--- config.mk ---
export PLATFORM = sky130hd
export DESIGN_NAME = rv_core
export DESIGN_NICKNAME = d
export VERILOG_FILES = /design/src/logic/rv_core_pkg.sv /design/src/logic/rv_fetch.sv /design/src/logic/rv_decode.sv /design/src/logic/rv_regfile.sv /design/src/logic/rv_execute.sv /design/src/logic/rv_bus_arbiter.sv /design/src/logic/rv_core.sv
export VERILOG_INCLUDE_DIRS = /design/src /design/src/logic
export SDC_FILE = /design/constraint.sdc
export NUM_CORES = 2
export LEC_CHECK = 0
export BUFFER_PORTS_ARGS = -buffer_cell sky130_fd_sc_hd__buf_2
export CAP_MARGIN = 15
export CORE_AREA = 10 10 369 371
export DETAILED_ROUTE_END_ITERATION = 6
export DIE_AREA = 0 0 379 381
export PLACE_DENSITY_LB_ADDON = 0.05
export SLEW_MARGIN = 10
export SYNTH_ARGS = -nofsm -noshare
export SYNTH_HDL_FRONTEND = slang
export SYNTH_HIERARCHICAL = 1
export SYNTH_SLANG_ARGS = --single-unit
--- constraint.sdc ---
create_clock -name clk_i -period 16.4 [get_ports clk_i]
set_clock_uncertainty 0.05 [all_clocks]
set_input_delay 0.82 -clock clk_i [delete_from_list [all_inputs] [get_ports clk_i]]
set_output_delay 0.82 -clock clk_i [all_outputs]
set_load 0.05 [all_outputs]
--- src/logic/rv_core_defines.svh ---
`ifndef RV_CORE_DEFINES_SVH
`define RV_CORE_DEFINES_SVH

// data and address width
`define RV_XLEN 32

// register index width
`define RV_REG_BITS 5

// byte address of the first fetch after reset
`define RV_RESET_PC 32'h0000_0000

`endif

--- src/logic/rv_core_pkg.sv ---
`default_nettype none
`include "rv_core_defines.svh"

package rv_core_pkg;

  //////////////////////////////
  // instruction formats
  //////////////////////////////

  typedef struct packed {
    logic [6:0]              funct7;
    logic [`RV_REG_BITS-1:0] rs2;
    logic [`RV_REG_BITS-1:0] rs1;
    logic [2:0]              funct3;
    logic [`RV_REG_BITS-1:0] rd;
    logic [6:0]              opcode;
  } rv_fmt_r_t;

  typedef struct packed {
    logic [11:0]             imm;
    logic [`RV_REG_BITS-1:0] rs1;
    logic [2:0]              funct3;
    logic [`RV_REG_BITS-1:0] rd;
    logic [6:0]              opcode;
  } rv_fmt_i_t;

  typedef struct packed {
    logic [6:0]              imm_hi;
    logic [`RV_REG_BITS-1:0] rs2;
    logic [`RV_REG_BITS-1:0] rs1;
    logic [2:0]              funct3;
    logic [4:0]              imm_lo;
    logic [6:0]              opcode;
  } rv_fmt_s_t;

  typedef struct packed {
    logic                    imm12;
    logic [5:0]              imm10_5;
    logic [`RV_REG_BITS-1:0] rs2;
    logic [`RV_REG_BITS-1:0] rs1;
    logic [2:0]              funct3;
    logic [3:0]              imm4_1;
    logic                    imm11;
    logic [6:0]              opcode;
  } rv_fmt_b_t;

  typedef struct packed {
    logic [19:0]             imm;
    logic [`RV_REG_BITS-1:0] rd;
    logic [6:0]              opcode;
  } rv_fmt_u_t;

  typedef struct packed {
    logic                    imm20;
    logic [9:0]              imm10_1;
    logic                    imm11;
    logic [7:0]              imm19_12;
    logic [`RV_REG_BITS-1:0] rd;
    logic [6:0]              opcode;
  } rv_fmt_j_t;

  // one instruction word, read through whichever format applies
  typedef union packed {
    rv_fmt_r_t r;
    rv_fmt_i_t i;
    rv_fmt_s_t s;
    rv_fmt_b_t b;
    rv_fmt_u_t u;
    rv_fmt_j_t j;
  } rv_instr_u;

  //////////////////////////////
  // pipeline types
  //////////////////////////////

  typedef enum logic [3:0] {
    ALU_ADD,
    ALU_SUB,
    ALU_SLL,
    ALU_SLT,
    ALU_SLTU,
    ALU_XOR,
    ALU_SRL,
    ALU_SRA,
    ALU_OR,
    ALU_AND,
    ALU_PASS2
  } rv_alu_op_e;

  typedef struct packed {
    logic                    valid;
    logic [`RV_XLEN-1:0]     pc;
    logic [`RV_REG_BITS-1:0] rs1;
    logic [`RV_REG_BITS-1:0] rs2;
    logic [`RV_REG_BITS-1:0] rd;
    rv_alu_op_e              alu_op;
    logic                    use_imm;
    logic [`RV_XLEN-1:0]     imm;
    logic                    load;
    logic                    store;
    logic [1:0]              size;
    logic                    unsign;
    logic                    branch;
    logic [2:0]              cond;
    logic                    jal;
  } rv_dec_op_t;

  typedef struct packed {
    logic [`RV_XLEN-3:0] adr;
    logic [`RV_XLEN-1:0] dat;
    logic [3:0]          sel;
    logic                we;
  } rv_wb_req_t;

  typedef struct packed {
    logic [`RV_XLEN-1:0] dat;
    logic                ack;
  } rv_wb_rsp_t;

endpackage

`default_nettype wire

--- src/logic/rv_fetch.sv ---
`timescale 1ns/1ps
`default_nettype none
`include "rv_core_defines.svh"

module rv_fetch (
  input  wire logic                   clk_i,
  input  wire logic                   reset_i,
  input  wire logic                   redirect_valid_i,
  input  wire logic [`RV_XLEN-1:0]    redirect_pc_i,
  input  wire logic                   dec_ready_i,
  input  wire rv_core_pkg::rv_wb_rsp_t bus_rsp_i,
  output logic                        bus_req_valid_o,
  output rv_core_pkg::rv_wb_req_t     bus_req_o,
  output logic                        instr_valid_o,
  output rv_core_pkg::rv_instr_u      instr_o,
  output logic [`RV_XLEN-1:0]         instr_pc_o
);

  import rv_core_pkg::*;

  logic [`RV_XLEN-1:0] pc_q;
  logic [`RV_XLEN-1:0] req_pc_q;
  logic [`RV_XLEN-1:0] issue_pc;
  logic [`RV_XLEN-1:0] ipc_q;
  rv_instr_u           instr_q;
  logic                req_q;
  logic                stale_q;
  logic                valid_q;
  logic                ack;
  logic                fill;
  logic                next_valid;
  logic                issue;

  assign ack = bus_rsp_i.ack;

  // a stale word or one arriving with a redirect is dropped
  assign fill = ack & ~stale_q & ~redirect_valid_i;
  assign next_valid = ~redirect_valid_i & (fill | (valid_q & ~dec_ready_i));

  // one fetch outstanding, and only into an empty output register
  assign issue = (~req_q | ack) & ~next_valid;
  assign issue_pc = redirect_valid_i ? redirect_pc_i : pc_q;

  //////////////////////////////
  // control
  //////////////////////////////

  always_ff @(posedge clk_i) begin
    if (reset_i) begin
      pc_q <= `RV_RESET_PC;
      req_q <= 1'b0;
      stale_q <= 1'b0;
      valid_q <= 1'b0;
    end else begin
      valid_q <= next_valid;
      // an unacked fetch turns stale on redirect
      stale_q <= req_q & ~ack & (stale_q | redirect_valid_i);
      if (issue) begin
        req_q <= 1'b1;
        pc_q <= issue_pc + `RV_XLEN'd4;
      end else begin
        if (ack) begin
          req_q <= 1'b0;
        end
        if (redirect_valid_i) begin
          pc_q <= redirect_pc_i;
        end
      end
    end
  end

  // request address and fetched word
  always_ff @(posedge clk_i) begin
    if (issue) begin
      req_pc_q <= issue_pc;
    end
    if (fill) begin
      instr_q <= bus_rsp_i.dat;
      ipc_q <= req_pc_q;
    end
  end

  always_comb begin
    bus_req_o.adr = req_pc_q[`RV_XLEN-1:2];
    bus_req_o.dat = '0;
    bus_req_o.sel = 4'b1111;
    bus_req_o.we = 1'b0;
  end

  assign bus_req_valid_o = req_q;
  assign instr_valid_o = valid_q;
  assign instr_o = instr_q;
  assign instr_pc_o = ipc_q;

endmodule

`default_nettype wire

--- src/logic/rv_decode.sv ---
`timescale 1ns/1ps
`default_nettype none
`include "rv_core_defines.svh"

module rv_decode (
  input  wire logic                   clk_i,
  input  wire logic                   reset_i,
  input  wire logic                   instr_valid_i,
  input  wire rv_core_pkg::rv_instr_u instr_i,
  input  wire logic [`RV_XLEN-1:0]    instr_pc_i,
  input  wire logic                   ex_ready_i,
  input  wire logic                   flush_i,
  output logic                        instr_ready_o,
  output logic [`RV_REG_BITS-1:0]     rs1_addr_o,
  output logic [`RV_REG_BITS-1:0]     rs2_addr_o,
  output rv_core_pkg::rv_dec_op_t     op_o
);

  import rv_core_pkg::*;

  localparam logic [6:0] OPC_OP     = 7'b0110011;
  localparam logic [6:0] OPC_OP_IMM = 7'b0010011;
  localparam logic [6:0] OPC_LUI    = 7'b0110111;
  localparam logic [6:0] OPC_LOAD   = 7'b0000011;
  localparam logic [6:0] OPC_STORE  = 7'b0100011;
  localparam logic [6:0] OPC_BRANCH = 7'b1100011;
  localparam logic [6:0] OPC_JAL    = 7'b1101111;

  logic [`RV_XLEN-1:0] imm_i;
  logic [`RV_XLEN-1:0] imm_s;
  logic [`RV_XLEN-1:0] imm_b;
  logic [`RV_XLEN-1:0] imm_u;
  logic [`RV_XLEN-1:0] imm_j;
  logic                alt;
  rv_alu_op_e          alu_sel;
  rv_dec_op_t          dec;
  rv_dec_op_t          op_q;

  //////////////////////////////
  // immediates
  //////////////////////////////

  assign imm_i = {{(`RV_XLEN-12){instr_i.i.imm[11]}}, instr_i.i.imm};
  assign imm_s = {{(`RV_XLEN-12){instr_i.s.imm_hi[6]}}, instr_i.s.imm_hi, instr_i.s.imm_lo};
  assign imm_b = {{(`RV_XLEN-12){instr_i.b.imm12}}, instr_i.b.imm11,
                  instr_i.b.imm10_5, instr_i.b.imm4_1, 1'b0};
  assign imm_u = {instr_i.u.imm, 12'b0};
  assign imm_j = {{(`RV_XLEN-20){instr_i.j.imm20}}, instr_i.j.imm19_12,
                  instr_i.j.imm11, instr_i.j.imm10_1, 1'b0};

  // sub and sra share funct7 bit 5, srai only among the immediates
  assign alt = instr_i.r.funct7[5] &
               ((instr_i.r.opcode == OPC_OP) | (instr_i.r.funct3 == 3'b101));

  always_comb begin
    case (instr_i.r.funct3)
      3'b000:  alu_sel = alt ? ALU_SUB : ALU_ADD;
      3'b001:  alu_sel = ALU_SLL;
      3'b010:  alu_sel = ALU_SLT;
      3'b011:  alu_sel = ALU_SLTU;
      3'b100:  alu_sel = ALU_XOR;
      3'b101:  alu_sel = alt ? ALU_SRA : ALU_SRL;
      3'b110:  alu_sel = ALU_OR;
      default: alu_sel = ALU_AND;
    endcase
  end

  //////////////////////////////
  // operation decode
  //////////////////////////////

  always_comb begin
    dec = '0;
    dec.valid = instr_valid_i;
    dec.pc = instr_pc_i;
    dec.rs1 = instr_i.r.rs1;
    dec.rs2 = instr_i.r.rs2;
    dec.alu_op = ALU_ADD;
    dec.size = instr_i.r.funct3[1:0];
    dec.unsign = instr_i.r.funct3[2];
    dec.cond = instr_i.r.funct3;
    // rd stays zero for anything that writes no register
    case (instr_i.r.opcode)
      OPC_OP: begin
        dec.rd = instr_i.r.rd;
        dec.alu_op = alu_sel;
      end
      OPC_OP_IMM: begin
        dec.rd = instr_i.r.rd;
        dec.alu_op = alu_sel;
        dec.use_imm = 1'b1;
        dec.imm = imm_i;
      end
      OPC_LUI: begin
        dec.rd = instr_i.r.rd;
        dec.alu_op = ALU_PASS2;
        dec.use_imm = 1'b1;
        dec.imm = imm_u;
      end
      OPC_LOAD: begin
        dec.rd = instr_i.r.rd;
        dec.load = 1'b1;
        dec.use_imm = 1'b1;
        dec.imm = imm_i;
      end
      OPC_STORE: begin
        dec.store = 1'b1;
        dec.use_imm = 1'b1;
        dec.imm = imm_s;
      end
      OPC_BRANCH: begin
        dec.branch = 1'b1;
        dec.imm = imm_b;
      end
      OPC_JAL: begin
        dec.rd = instr_i.r.rd;
        dec.jal = 1'b1;
        dec.imm = imm_j;
      end
      default: begin
        dec.rd = '0;
      end
    endcase
  end

  assign instr_ready_o = ~op_q.valid | ex_ready_i;

  always_ff @(posedge clk_i) begin
    if (reset_i || flush_i) begin
      op_q.valid <= 1'b0;
    end else if (instr_ready_o) begin
      op_q <= dec;
    end
  end

  // register file is read by the operation now in execute
  assign rs1_addr_o = op_q.rs1;
  assign rs2_addr_o = op_q.rs2;
  assign op_o = op_q;

endmodule

`default_nettype wire

--- src/logic/rv_regfile.sv ---
`timescale 1ns/1ps
`default_nettype none
`include "rv_core_defines.svh"

module rv_regfile (
  input  wire logic                   clk_i,
  input  wire logic [`RV_REG_BITS-1:0] rs1_addr_i,
  input  wire logic [`RV_REG_BITS-1:0] rs2_addr_i,
  input  wire logic                   wr_en_i,
  input  wire logic [`RV_REG_BITS-1:0] wr_addr_i,
  input  wire logic [`RV_XLEN-1:0]    wr_data_i,
  output logic [`RV_XLEN-1:0]         rs1_data_o,
  output logic [`RV_XLEN-1:0]         rs2_data_o
);

  // x0 has no storage
  logic [`RV_XLEN-1:0] regs [1:(2**`RV_REG_BITS)-1];

  function automatic logic [`RV_XLEN-1:0] read_port(input logic [`RV_REG_BITS-1:0] addr);
    if (addr == '0) begin
      return '0;
    end
    // same-cycle write bypass
    if (wr_en_i && (wr_addr_i == addr)) begin
      return wr_data_i;
    end
    return regs[addr];
  endfunction

  always_ff @(posedge clk_i) begin
    if (wr_en_i && (wr_addr_i != '0)) begin
      regs[wr_addr_i] <= wr_data_i;
    end
  end

  always_comb begin
    rs1_data_o = read_port(rs1_addr_i);
    rs2_data_o = read_port(rs2_addr_i);
  end

endmodule

`default_nettype wire

--- src/logic/rv_execute.sv ---
`timescale 1ns/1ps
`default_nettype none
`include "rv_core_defines.svh"

module rv_execute (
  input  wire logic                    clk_i,
  input  wire logic                    reset_i,
  input  wire rv_core_pkg::rv_dec_op_t op_i,
  input  wire logic [`RV_XLEN-1:0]     rs1_data_i,
  input  wire logic [`RV_XLEN-1:0]     rs2_data_i,
  input  wire rv_core_pkg::rv_wb_rsp_t bus_rsp_i,
  output logic                         op_ready_o,
  output logic                         bus_req_valid_o,
  output rv_core_pkg::rv_wb_req_t      bus_req_o,
  output logic                         redirect_valid_o,
  output logic [`RV_XLEN-1:0]          redirect_pc_o,
  output logic                         wr_en_o,
  output logic [`RV_REG_BITS-1:0]      wr_addr_o,
  output logic [`RV_XLEN-1:0]          wr_data_o
);

  import rv_core_pkg::*;

  logic [`RV_XLEN-1:0]     rs1_val;
  logic [`RV_XLEN-1:0]     rs2_val;
  logic [`RV_XLEN-1:0]     op_b;
  logic [`RV_XLEN-1:0]     alu_res;
  logic [`RV_XLEN-1:0]     ld_word;
  logic [`RV_XLEN-1:0]     ld_val;
  logic [`RV_XLEN-1:0]     result;
  logic [1:0]              mem_off;
  logic [3:0]              sel;
  logic                    taken;
  logic                    mem_op;
  logic                    retire;
  logic                    wb_write;
  logic                    wr_en_q;
  logic [`RV_REG_BITS-1:0] wb_rd_q;
  logic [`RV_XLEN-1:0]     wb_data_q;

  // forward from the writeback register
  assign rs1_val = ((wb_rd_q == op_i.rs1) && (wb_rd_q != '0)) ? wb_data_q : rs1_data_i;
  assign rs2_val = ((wb_rd_q == op_i.rs2) && (wb_rd_q != '0)) ? wb_data_q : rs2_data_i;
  assign op_b = op_i.use_imm ? op_i.imm : rs2_val;

  //////////////////////////////
  // ALU and branch compare
  //////////////////////////////

  always_comb begin
    case (op_i.alu_op)
      ALU_SUB:   alu_res = rs1_val - op_b;
      ALU_SLL:   alu_res = rs1_val << op_b[4:0];
      ALU_SLT:   alu_res = {{(`RV_XLEN-1){1'b0}}, $signed(rs1_val) < $signed(op_b)};
      ALU_SLTU:  alu_res = {{(`RV_XLEN-1){1'b0}}, rs1_val < op_b};
      ALU_XOR:   alu_res = rs1_val ^ op_b;
      ALU_SRL:   alu_res = rs1_val >> op_b[4:0];
      ALU_SRA:   alu_res = $signed(rs1_val) >>> op_b[4:0];
      ALU_OR:    alu_res = rs1_val | op_b;
      ALU_AND:   alu_res = rs1_val & op_b;
      ALU_PASS2: alu_res = op_b;
      default:   alu_res = rs1_val + op_b;
    endcase
  end

  always_comb begin
    case (op_i.cond)
      3'b000:  taken = rs1_val == rs2_val;
      3'b001:  taken = rs1_val != rs2_val;
      3'b100:  taken = $signed(rs1_val) < $signed(rs2_val);
      3'b101:  taken = $signed(rs1_val) >= $signed(rs2_val);
      3'b110:  taken = rs1_val < rs2_val;
      3'b111:  taken = rs1_val >= rs2_val;
      default: taken = 1'b0;
    endcase
  end

  assign redirect_valid_o = op_i.valid & (op_i.jal | (op_i.branch & taken));
  assign redirect_pc_o = op_i.pc + op_i.imm;

  //////////////////////////////
  // load / store
  //////////////////////////////

  // address is the ALU sum of rs1 and the immediate
  assign mem_off = alu_res[1:0];
  assign mem_op = op_i.valid & (op_i.load | op_i.store);

  always_comb begin
    case (op_i.size)
      2'b00:   sel = 4'b0001 << mem_off;
      2'b01:   sel = 4'b0011 << {mem_off[1], 1'b0};
      default: sel = 4'b1111;
    endcase
  end

  always_comb begin
    bus_req_o.adr = alu_res[`RV_XLEN-1:2];
    bus_req_o.dat = rs2_val << {mem_off, 3'b000};
    bus_req_o.sel = sel;
    bus_req_o.we = op_i.store;
  end

  assign bus_req_valid_o = mem_op;

  // held until the access is acked
  assign op_ready_o = ~mem_op | bus_rsp_i.ack;

  assign ld_word = bus_rsp_i.dat >> {mem_off, 3'b000};

  always_comb begin
    case (op_i.size)
      2'b00:   ld_val = {{(`RV_XLEN-8){ld_word[7] & ~op_i.unsign}}, ld_word[7:0]};
      2'b01:   ld_val = {{(`RV_XLEN-16){ld_word[15] & ~op_i.unsign}}, ld_word[15:0]};
      default: ld_val = ld_word;
    endcase
  end

  //////////////////////////////
  // writeback register
  //////////////////////////////

  always_comb begin
    if (op_i.load) begin
      result = ld_val;
    end else if (op_i.jal) begin
      result = op_i.pc + `RV_XLEN'd4;
    end else begin
      result = alu_res;
    end
  end

  assign retire = op_i.valid & op_ready_o;
  assign wb_write = retire & (op_i.rd != '0);

  always_ff @(posedge clk_i) begin
    if (reset_i) begin
      wr_en_q <= 1'b0;
      wb_rd_q <= '0;
    end else begin
      wr_en_q <= wb_write;
      if (wb_write) begin
        wb_rd_q <= op_i.rd;
      end
    end
  end

  always_ff @(posedge clk_i) begin
    if (wb_write) begin
      wb_data_q <= result;
    end
  end

  assign wr_en_o = wr_en_q;
  assign wr_addr_o = wb_rd_q;
  assign wr_data_o = wb_data_q;

endmodule

`default_nettype wire

--- src/logic/rv_bus_arbiter.sv ---
`timescale 1ns/1ps
`default_nettype none
`include "rv_core_defines.svh"

module rv_bus_arbiter (
  input  wire logic                    clk_i,
  input  wire logic                    reset_i,
  input  wire logic                    fetch_req_valid_i,
  input  wire rv_core_pkg::rv_wb_req_t fetch_req_i,
  input  wire logic                    data_req_valid_i,
  input  wire rv_core_pkg::rv_wb_req_t data_req_i,
  input  wire logic [`RV_XLEN-1:0]     dat_i,
  input  wire logic                    ack_i,
  output rv_core_pkg::rv_wb_rsp_t      fetch_rsp_o,
  output rv_core_pkg::rv_wb_rsp_t      data_rsp_o,
  output logic                         cyc_o,
  output logic                         stb_o,
  output logic                         we_o,
  output logic [`RV_XLEN-3:0]          adr_o,
  output logic [3:0]                   sel_o,
  output logic [`RV_XLEN-1:0]          dat_o
);

  import rv_core_pkg::*;

  typedef enum logic [1:0] {
    OWN_IDLE,
    OWN_FETCH,
    OWN_DATA
  } owner_e;

  owner_e     own_q;
  rv_wb_req_t req;

  // data wins when idle, grant held until ack
  always_ff @(posedge clk_i) begin
    if (reset_i) begin
      own_q <= OWN_IDLE;
    end else begin
      case (own_q)
        OWN_IDLE: begin
          if (data_req_valid_i) begin
            own_q <= OWN_DATA;
          end else if (fetch_req_valid_i) begin
            own_q <= OWN_FETCH;
          end
        end
        default: begin
          if (ack_i) begin
            own_q <= OWN_IDLE;
          end
        end
      endcase
    end
  end

  assign req = (own_q == OWN_DATA) ? data_req_i : fetch_req_i;

  assign cyc_o = own_q != OWN_IDLE;
  assign stb_o = cyc_o;
  assign we_o = cyc_o & req.we;
  assign adr_o = req.adr;
  assign sel_o = req.sel;
  assign dat_o = req.dat;

  // ack goes only to the owner
  always_comb begin
    fetch_rsp_o.dat = dat_i;
    fetch_rsp_o.ack = ack_i & (own_q == OWN_FETCH);
    data_rsp_o.dat = dat_i;
    data_rsp_o.ack = ack_i & (own_q == OWN_DATA);
  end

endmodule

`default_nettype wire

--- src/logic/rv_core.sv ---
`timescale 1ns/1ps
`default_nettype none
`include "rv_core_defines.svh"

module rv_core (
  input  wire logic                clk_i,
  input  wire logic                reset_i,
  // wishbone classic master
  output logic                     cyc_o,
  output logic                     stb_o,
  output logic                     we_o,
  output logic [`RV_XLEN-3:0]      adr_o,
  output logic [3:0]               sel_o,
  output logic [`RV_XLEN-1:0]      dat_o,
  input  wire logic [`RV_XLEN-1:0] dat_i,
  input  wire logic                ack_i
);

  import rv_core_pkg::*;

  logic                    fetch_req_valid;
  rv_wb_req_t              fetch_req;
  rv_wb_rsp_t              fetch_rsp;
  logic                    data_req_valid;
  rv_wb_req_t              data_req;
  rv_wb_rsp_t              data_rsp;
  logic                    instr_valid;
  rv_instr_u               instr;
  logic [`RV_XLEN-1:0]     instr_pc;
  logic                    instr_ready;
  rv_dec_op_t              dec_op;
  logic                    ex_ready;
  logic [`RV_REG_BITS-1:0] rs1_addr;
  logic [`RV_REG_BITS-1:0] rs2_addr;
  logic [`RV_XLEN-1:0]     rs1_data;
  logic [`RV_XLEN-1:0]     rs2_data;
  logic                    redirect_valid;
  logic [`RV_XLEN-1:0]     redirect_pc;
  logic                    wr_en;
  logic [`RV_REG_BITS-1:0] wr_addr;
  logic [`RV_XLEN-1:0]     wr_data;

  //////////////////////////////
  // pipeline stages
  //////////////////////////////

  rv_fetch u_fetch (
    .clk_i            (clk_i),
    .reset_i          (reset_i),
    .redirect_valid_i (redirect_valid),
    .redirect_pc_i    (redirect_pc),
    .dec_ready_i      (instr_ready),
    .bus_rsp_i        (fetch_rsp),
    .bus_req_valid_o  (fetch_req_valid),
    .bus_req_o        (fetch_req),
    .instr_valid_o    (instr_valid),
    .instr_o          (instr),
    .instr_pc_o       (instr_pc)
  );

  rv_decode u_decode (
    .clk_i         (clk_i),
    .reset_i       (reset_i),
    .instr_valid_i (instr_valid),
    .instr_i       (instr),
    .instr_pc_i    (instr_pc),
    .ex_ready_i    (ex_ready),
    .flush_i       (redirect_valid),
    .instr_ready_o (instr_ready),
    .rs1_addr_o    (rs1_addr),
    .rs2_addr_o    (rs2_addr),
    .op_o          (dec_op)
  );

  rv_regfile u_regfile (
    .clk_i      (clk_i),
    .rs1_addr_i (rs1_addr),
    .rs2_addr_i (rs2_addr),
    .wr_en_i    (wr_en),
    .wr_addr_i  (wr_addr),
    .wr_data_i  (wr_data),
    .rs1_data_o (rs1_data),
    .rs2_data_o (rs2_data)
  );

  rv_execute u_execute (
    .clk_i            (clk_i),
    .reset_i          (reset_i),
    .op_i             (dec_op),
    .rs1_data_i       (rs1_data),
    .rs2_data_i       (rs2_data),
    .bus_rsp_i        (data_rsp),
    .op_ready_o       (ex_ready),
    .bus_req_valid_o  (data_req_valid),
    .bus_req_o        (data_req),
    .redirect_valid_o (redirect_valid),
    .redirect_pc_o    (redirect_pc),
    .wr_en_o          (wr_en),
    .wr_addr_o        (wr_addr),
    .wr_data_o        (wr_data)
  );

  //////////////////////////////
  // shared bus port
  //////////////////////////////

  rv_bus_arbiter u_bus_arbiter (
    .clk_i             (clk_i),
    .reset_i           (reset_i),
    .fetch_req_valid_i (fetch_req_valid),
    .fetch_req_i       (fetch_req),
    .data_req_valid_i  (data_req_valid),
    .data_req_i        (data_req),
    .dat_i             (dat_i),
    .ack_i             (ack_i),
    .fetch_rsp_o       (fetch_rsp),
    .data_rsp_o        (data_rsp),
    .cyc_o             (cyc_o),
    .stb_o             (stb_o),
    .we_o              (we_o),
    .adr_o             (adr_o),
    .sel_o             (sel_o),
    .dat_o             (dat_o)
  );

endmodule

`default_nettype wire

==> flow_metrics.env <==
export IMPL_hpwl_um=193000
export IMPL_dieArea_mm2=0.144
export IMPL_syn_inst=6194
export IMPL_setup_viol=0
export IMPL_coreArea_mm2=0.129
export IMPL_finalSetupTns_ps=0
export IMPL_area_growth_pct=7.63
export IMPL_clkLatencyLatePin_ps=800
export IMPL_slowest_stage="a211oi_1"
export IMPL_grt_overflow=0
export IMPL_gr_usage_met2_pct=56.9
export IMPL_switching_share_pct=30.1
export IMPL_required_ps=15530
export IMPL_ctsResizeCount=0
export IMPL_dpl_cell_area_mm2=0.0767
export IMPL_finalNonFillerCells=7860
export IMPL_globalplace_congestion=1.08
export IMPL_met1_usage_pct=50.1
export IMPL_avgSynthCellArea_um2=12.1
export IMPL_grt_max_degree=122
export IMPL_fillers=9981
export IMPL_clkSlewWorstSetupHoldPaths_ps=60
export IMPL_postCtsHoldBufs=0
export IMPL_maxSlewViolCount=0
export IMPL_ioPinCount=104
export IMPL_yosysSeqAreaShare_pct=49.5
export IMPL_final_layout_size_suffix_gt1_share_pct=17.6
export IMPL_fin_crit_sh_pct=69.4
export IMPL_dp_cells=7609
export IMPL_fp_dieW_um=379
export IMPL_crit_fanout=84
export IMPL_synthFlopType="edfxtp_1"
export IMPL_antenna_found_initial=14
export IMPL_ant_nets=0
export IMPL_power_frac_comb_pct=19.1
export IMPL_row_count=132
export IMPL_cts_tree="yes"
export IMPL_stdcell_area_mm2=0.0810
export IMPL_synth_edff_count=1211
export IMPL_synthArstFlopShare_pct=0
export IMPL_via_count=58301
export IMPL_hold_viol=0
export IMPL_powerDensity_mw_per_mm2=99.0
export IMPL_startpoint_type="flip-flop"
export IMPL_critPathKind="flip-flop to output pin"
export IMPL_clock_sinks=1255
export IMPL_synthTopCellsByArea="edfxtp_1 48%, mux4_2 8.5%, mux2i_1 6.4%"
export IMPL_dr_pass1_iters=6
export IMPL_cts_buffers=135
export IMPL_postCtsSetupRepairBufs=0
export IMPL_max_freq_mhz=87.9
export IMPL_power_switching_w=0.00241
export IMPL_period_needed_ps=11380
export IMPL_drt_iter0_drc=8397
export IMPL_wl_per_cell_um=36.3
export IMPL_initial_core_util_pct=58.4
export IMPL_peakVddDrop_mv=0.115
export IMPL_ys_warnings_count=6
export IMPL_clock_path_buffers=3
export IMPL_worst_slew_pin_slew_ps=1210
export IMPL_yosysTopAreaCell="edfxtp_1"
export IMPL_p_leak_nw=28.6
export IMPL_cap_violations=0
export IMPL_rsz0062_at_grt="false"
export IMPL_remaining_drc_errors=0
export IMPL_busiest_layer="met2"
export IMPL_routed_wl_um=285000
export IMPL_die_y_um=381
export IMPL_grt_pass1_wl_um=403000
export IMPL_crit_top_cell="buf_4"
export IMPL_root_buffer="clkbuf_16"
export IMPL_hp_class="input port to flip-flop"
export IMPL_intPower_w=0.00561
export IMPL_ctsHtreeMaxLevel=4
export IMPL_critPathArrivalTime_ps=10510
export IMPL_cp_end_kind="output pin"
export IMPL_clkPwrFrac_pct=36.6
export IMPL_port_buffers=103
export IMPL_num_nets_final=6272
export IMPL_syn_area_mm2=0.0752
export IMPL_relSlewSlack_pct=17.4
export IMPL_yosys_register_bits=1255
export IMPL_synth_top_area_share_pct=48.3
export IMPL_worst_hold_slack_ps=212
export IMPL_power_total_w=0.00801
export IMPL_status="finished clean"
export IMPL_grt_pass1_vias=55513
export IMPL_track_usage_pct=38.5
export IMPL_ys_types=116
export IMPL_viasPerCell=7.42
export IMPL_crit_path_max_incr_delay_ps=780
export IMPL_seqPwrFrac_pct=44.3
export IMPL_grtUsageMet3_pct=9.81
worst paths after layout:
path | startpoint | endpoint | slack [ps] | depth (start not counted)
setup / recovery | u_decode/rs2_addr_o[0] | dat_o[16] | 5020 | 28
hold / removal | dat_i[4] | u_fetch/instr_o[4] | 210 | 1
setup reg to reg | u_decode/rs2_addr_o[0] | u_execute/wr_data_o[17] | 5940 | 28
hold reg to reg | u_fetch/instr_pc_o[11] | u_decode/op_o[73] | 360 | 0
per-stage QoR:
step | util [%] | setup slack, ps
floorplan | - | 4260
global placement | 59.6 | 6360
detailed placement | 59.6 | 6200
CTS | 62.8 | 5320
global route | 62.9 | 4720
finish | 62.9 | 5020
worst max-delay path: cells and delay by family, from the launching register on:
family | cells | cell delay [ps]
buffers and inverters | 8 | 3450
AO/OA/AOI/OAI | 10 | 2700
AND/OR/NAND/NOR | 7 | 1740
adder cells (fa/ha/maj) | 2 | 720
multiplexers | 1 | 310
flip-flops | 1 | 400
power groups by stage:
| stage | Clock (W) | Sequential, W | Combinational (W) |
|---|---|---|---|
| 6_report | 0.00294 | 0.00355 | 0.00153 |
| 5_1_grt | 0.00310 | 0.00355 | 0.00158 |
| 4_1_cts | 0.00295 | 0.00355 | 0.00147 |
| 3_5_place_dp | 0 | 0.00361 | 0.00146 |
| 3_3_place_gp | 0 | 0.00361 | 0.00146 |
| 2_1_floorplan | 0 | 0.00360 | 0.000958 |
layout make-up:
type | instances | area (µm²) | share of cell area (%)
antenna | 8 | 20.0 | 0.0247
clock buffer | 168 | 3520 | 4.35
clock inverter | 74 | 703 | 0.868
inverter | 150 | 563 | 0.695
multi-input combinational | 4217 | 34600 | 42.8
sequential | 1255 | 37200 | 46.0
tap | 1675 | 2100 | 2.59
timing repair buffer | 313 | 2190 | 2.71
kinds of logic (layout without fill, tap and decap cells):
logic type	after synthesis	after routing	share of synthesized area [%]
AO/OA/AOI/OAI	1619	1619	15.1
XOR/XNOR	92	92	1.07
adder cells (fa/ha/maj)	165	165	2.77
buffers and inverters	757	705	5.24
flip-flops	1255	1255	49.5
multiplexers	944	944	17.7
other	2	45	0.00998
AND/OR/NAND/NOR	1360	1360	8.61
state kept, by name, summed over array words and instances (netlist names):
signal / flops
u_fetch/instr_valid_o: 1
u_decode/rs1_addr_o: 5
u_fetch/pc_q: 32
u_bus_arbiter/own_q: 2
u_fetch/instr_pc_o: 32
u_execute/wr_en_o: 1
u_execute/wr_addr_o: 5
u_regfile/regs: 992
u_fetch/req_pc_q: 32
u_fetch/bus_req_valid_o: 1
u_decode/op_o: 82
u_decode/rs2_addr_o: 5
u_fetch/stale_q: 1
u_fetch/instr_o: 32
u_execute/wr_data_o: 32
layer usage:
layer | wire [µm] | vias up
met5 | 100 | -
met4 | 22500 | 10
met3 | 33900 | 883
met2 | 125000 | 4331
met1 | 104000 | 28973
li1 | - | 24104
placed cells by master (no fill, tap or decap), drive strengths merged, types with 27 or more instances in the layout:
cell type | Yosys | routed
dfxtp | 44 | 44
a32o | 34 | 34
mux4 | 284 | 284
o41ai | 27 | 27
a21oi | 337 | 337
o21bai | 30 | 30
nor2 | 356 | 356
a211oi | 156 | 156
mux2i | 481 | 481
o2111ai | 29 | 29
a31oi | 65 | 65
and3 | 31 | 31
a211o | 38 | 38
a22o | 34 | 34
o31ai | 33 | 33
nor3 | 105 | 105
nor2b | 63 | 63
clkinv | 2 | 62
clkbuf | 246 | 168
xor2 | 32 | 32
conb | 2 | 37
o21ai | 198 | 198
a221oi | 45 | 45
a21o | 75 | 75
o211ai | 92 | 92
nand3 | 138 | 138
nand2b | 35 | 35
ha | 162 | 162
edfxtp | 1211 | 1211
nand4 | 52 | 52
a32oi | 29 | 29
o221ai | 28 | 28
buf | 361 | 313
inv | 148 | 153
and2 | 42 | 42
nand2 | 418 | 418
xnor2 | 60 | 60
o22ai | 121 | 121
a22oi | 66 | 66
mux2 | 179 | 179
synth_stat cells (41+ instances only):
cell type and n:
edfxtp_1 1211, mux2i_1 481, nand2_1 418, nor2_1 355, a21oi_1 334, mux4_2 284, clkbuf_1 246, buf_4 202
o21ai_0 191, ha_1 162, a211oi_1 155, mux2_2 151, inv_1 145, nand3_1 138, o22ai_1 121, buf_2 101
nor3_1 100, o211ai_1 91, a21o_1 75, a22oi_1 65, a31oi_1 64, nor2b_1 63, xnor2_1 60, nand4_1 52
dfxtp_1 44, a221oi_1 42, and2_1 41
(Power assumes the default switching activity.)
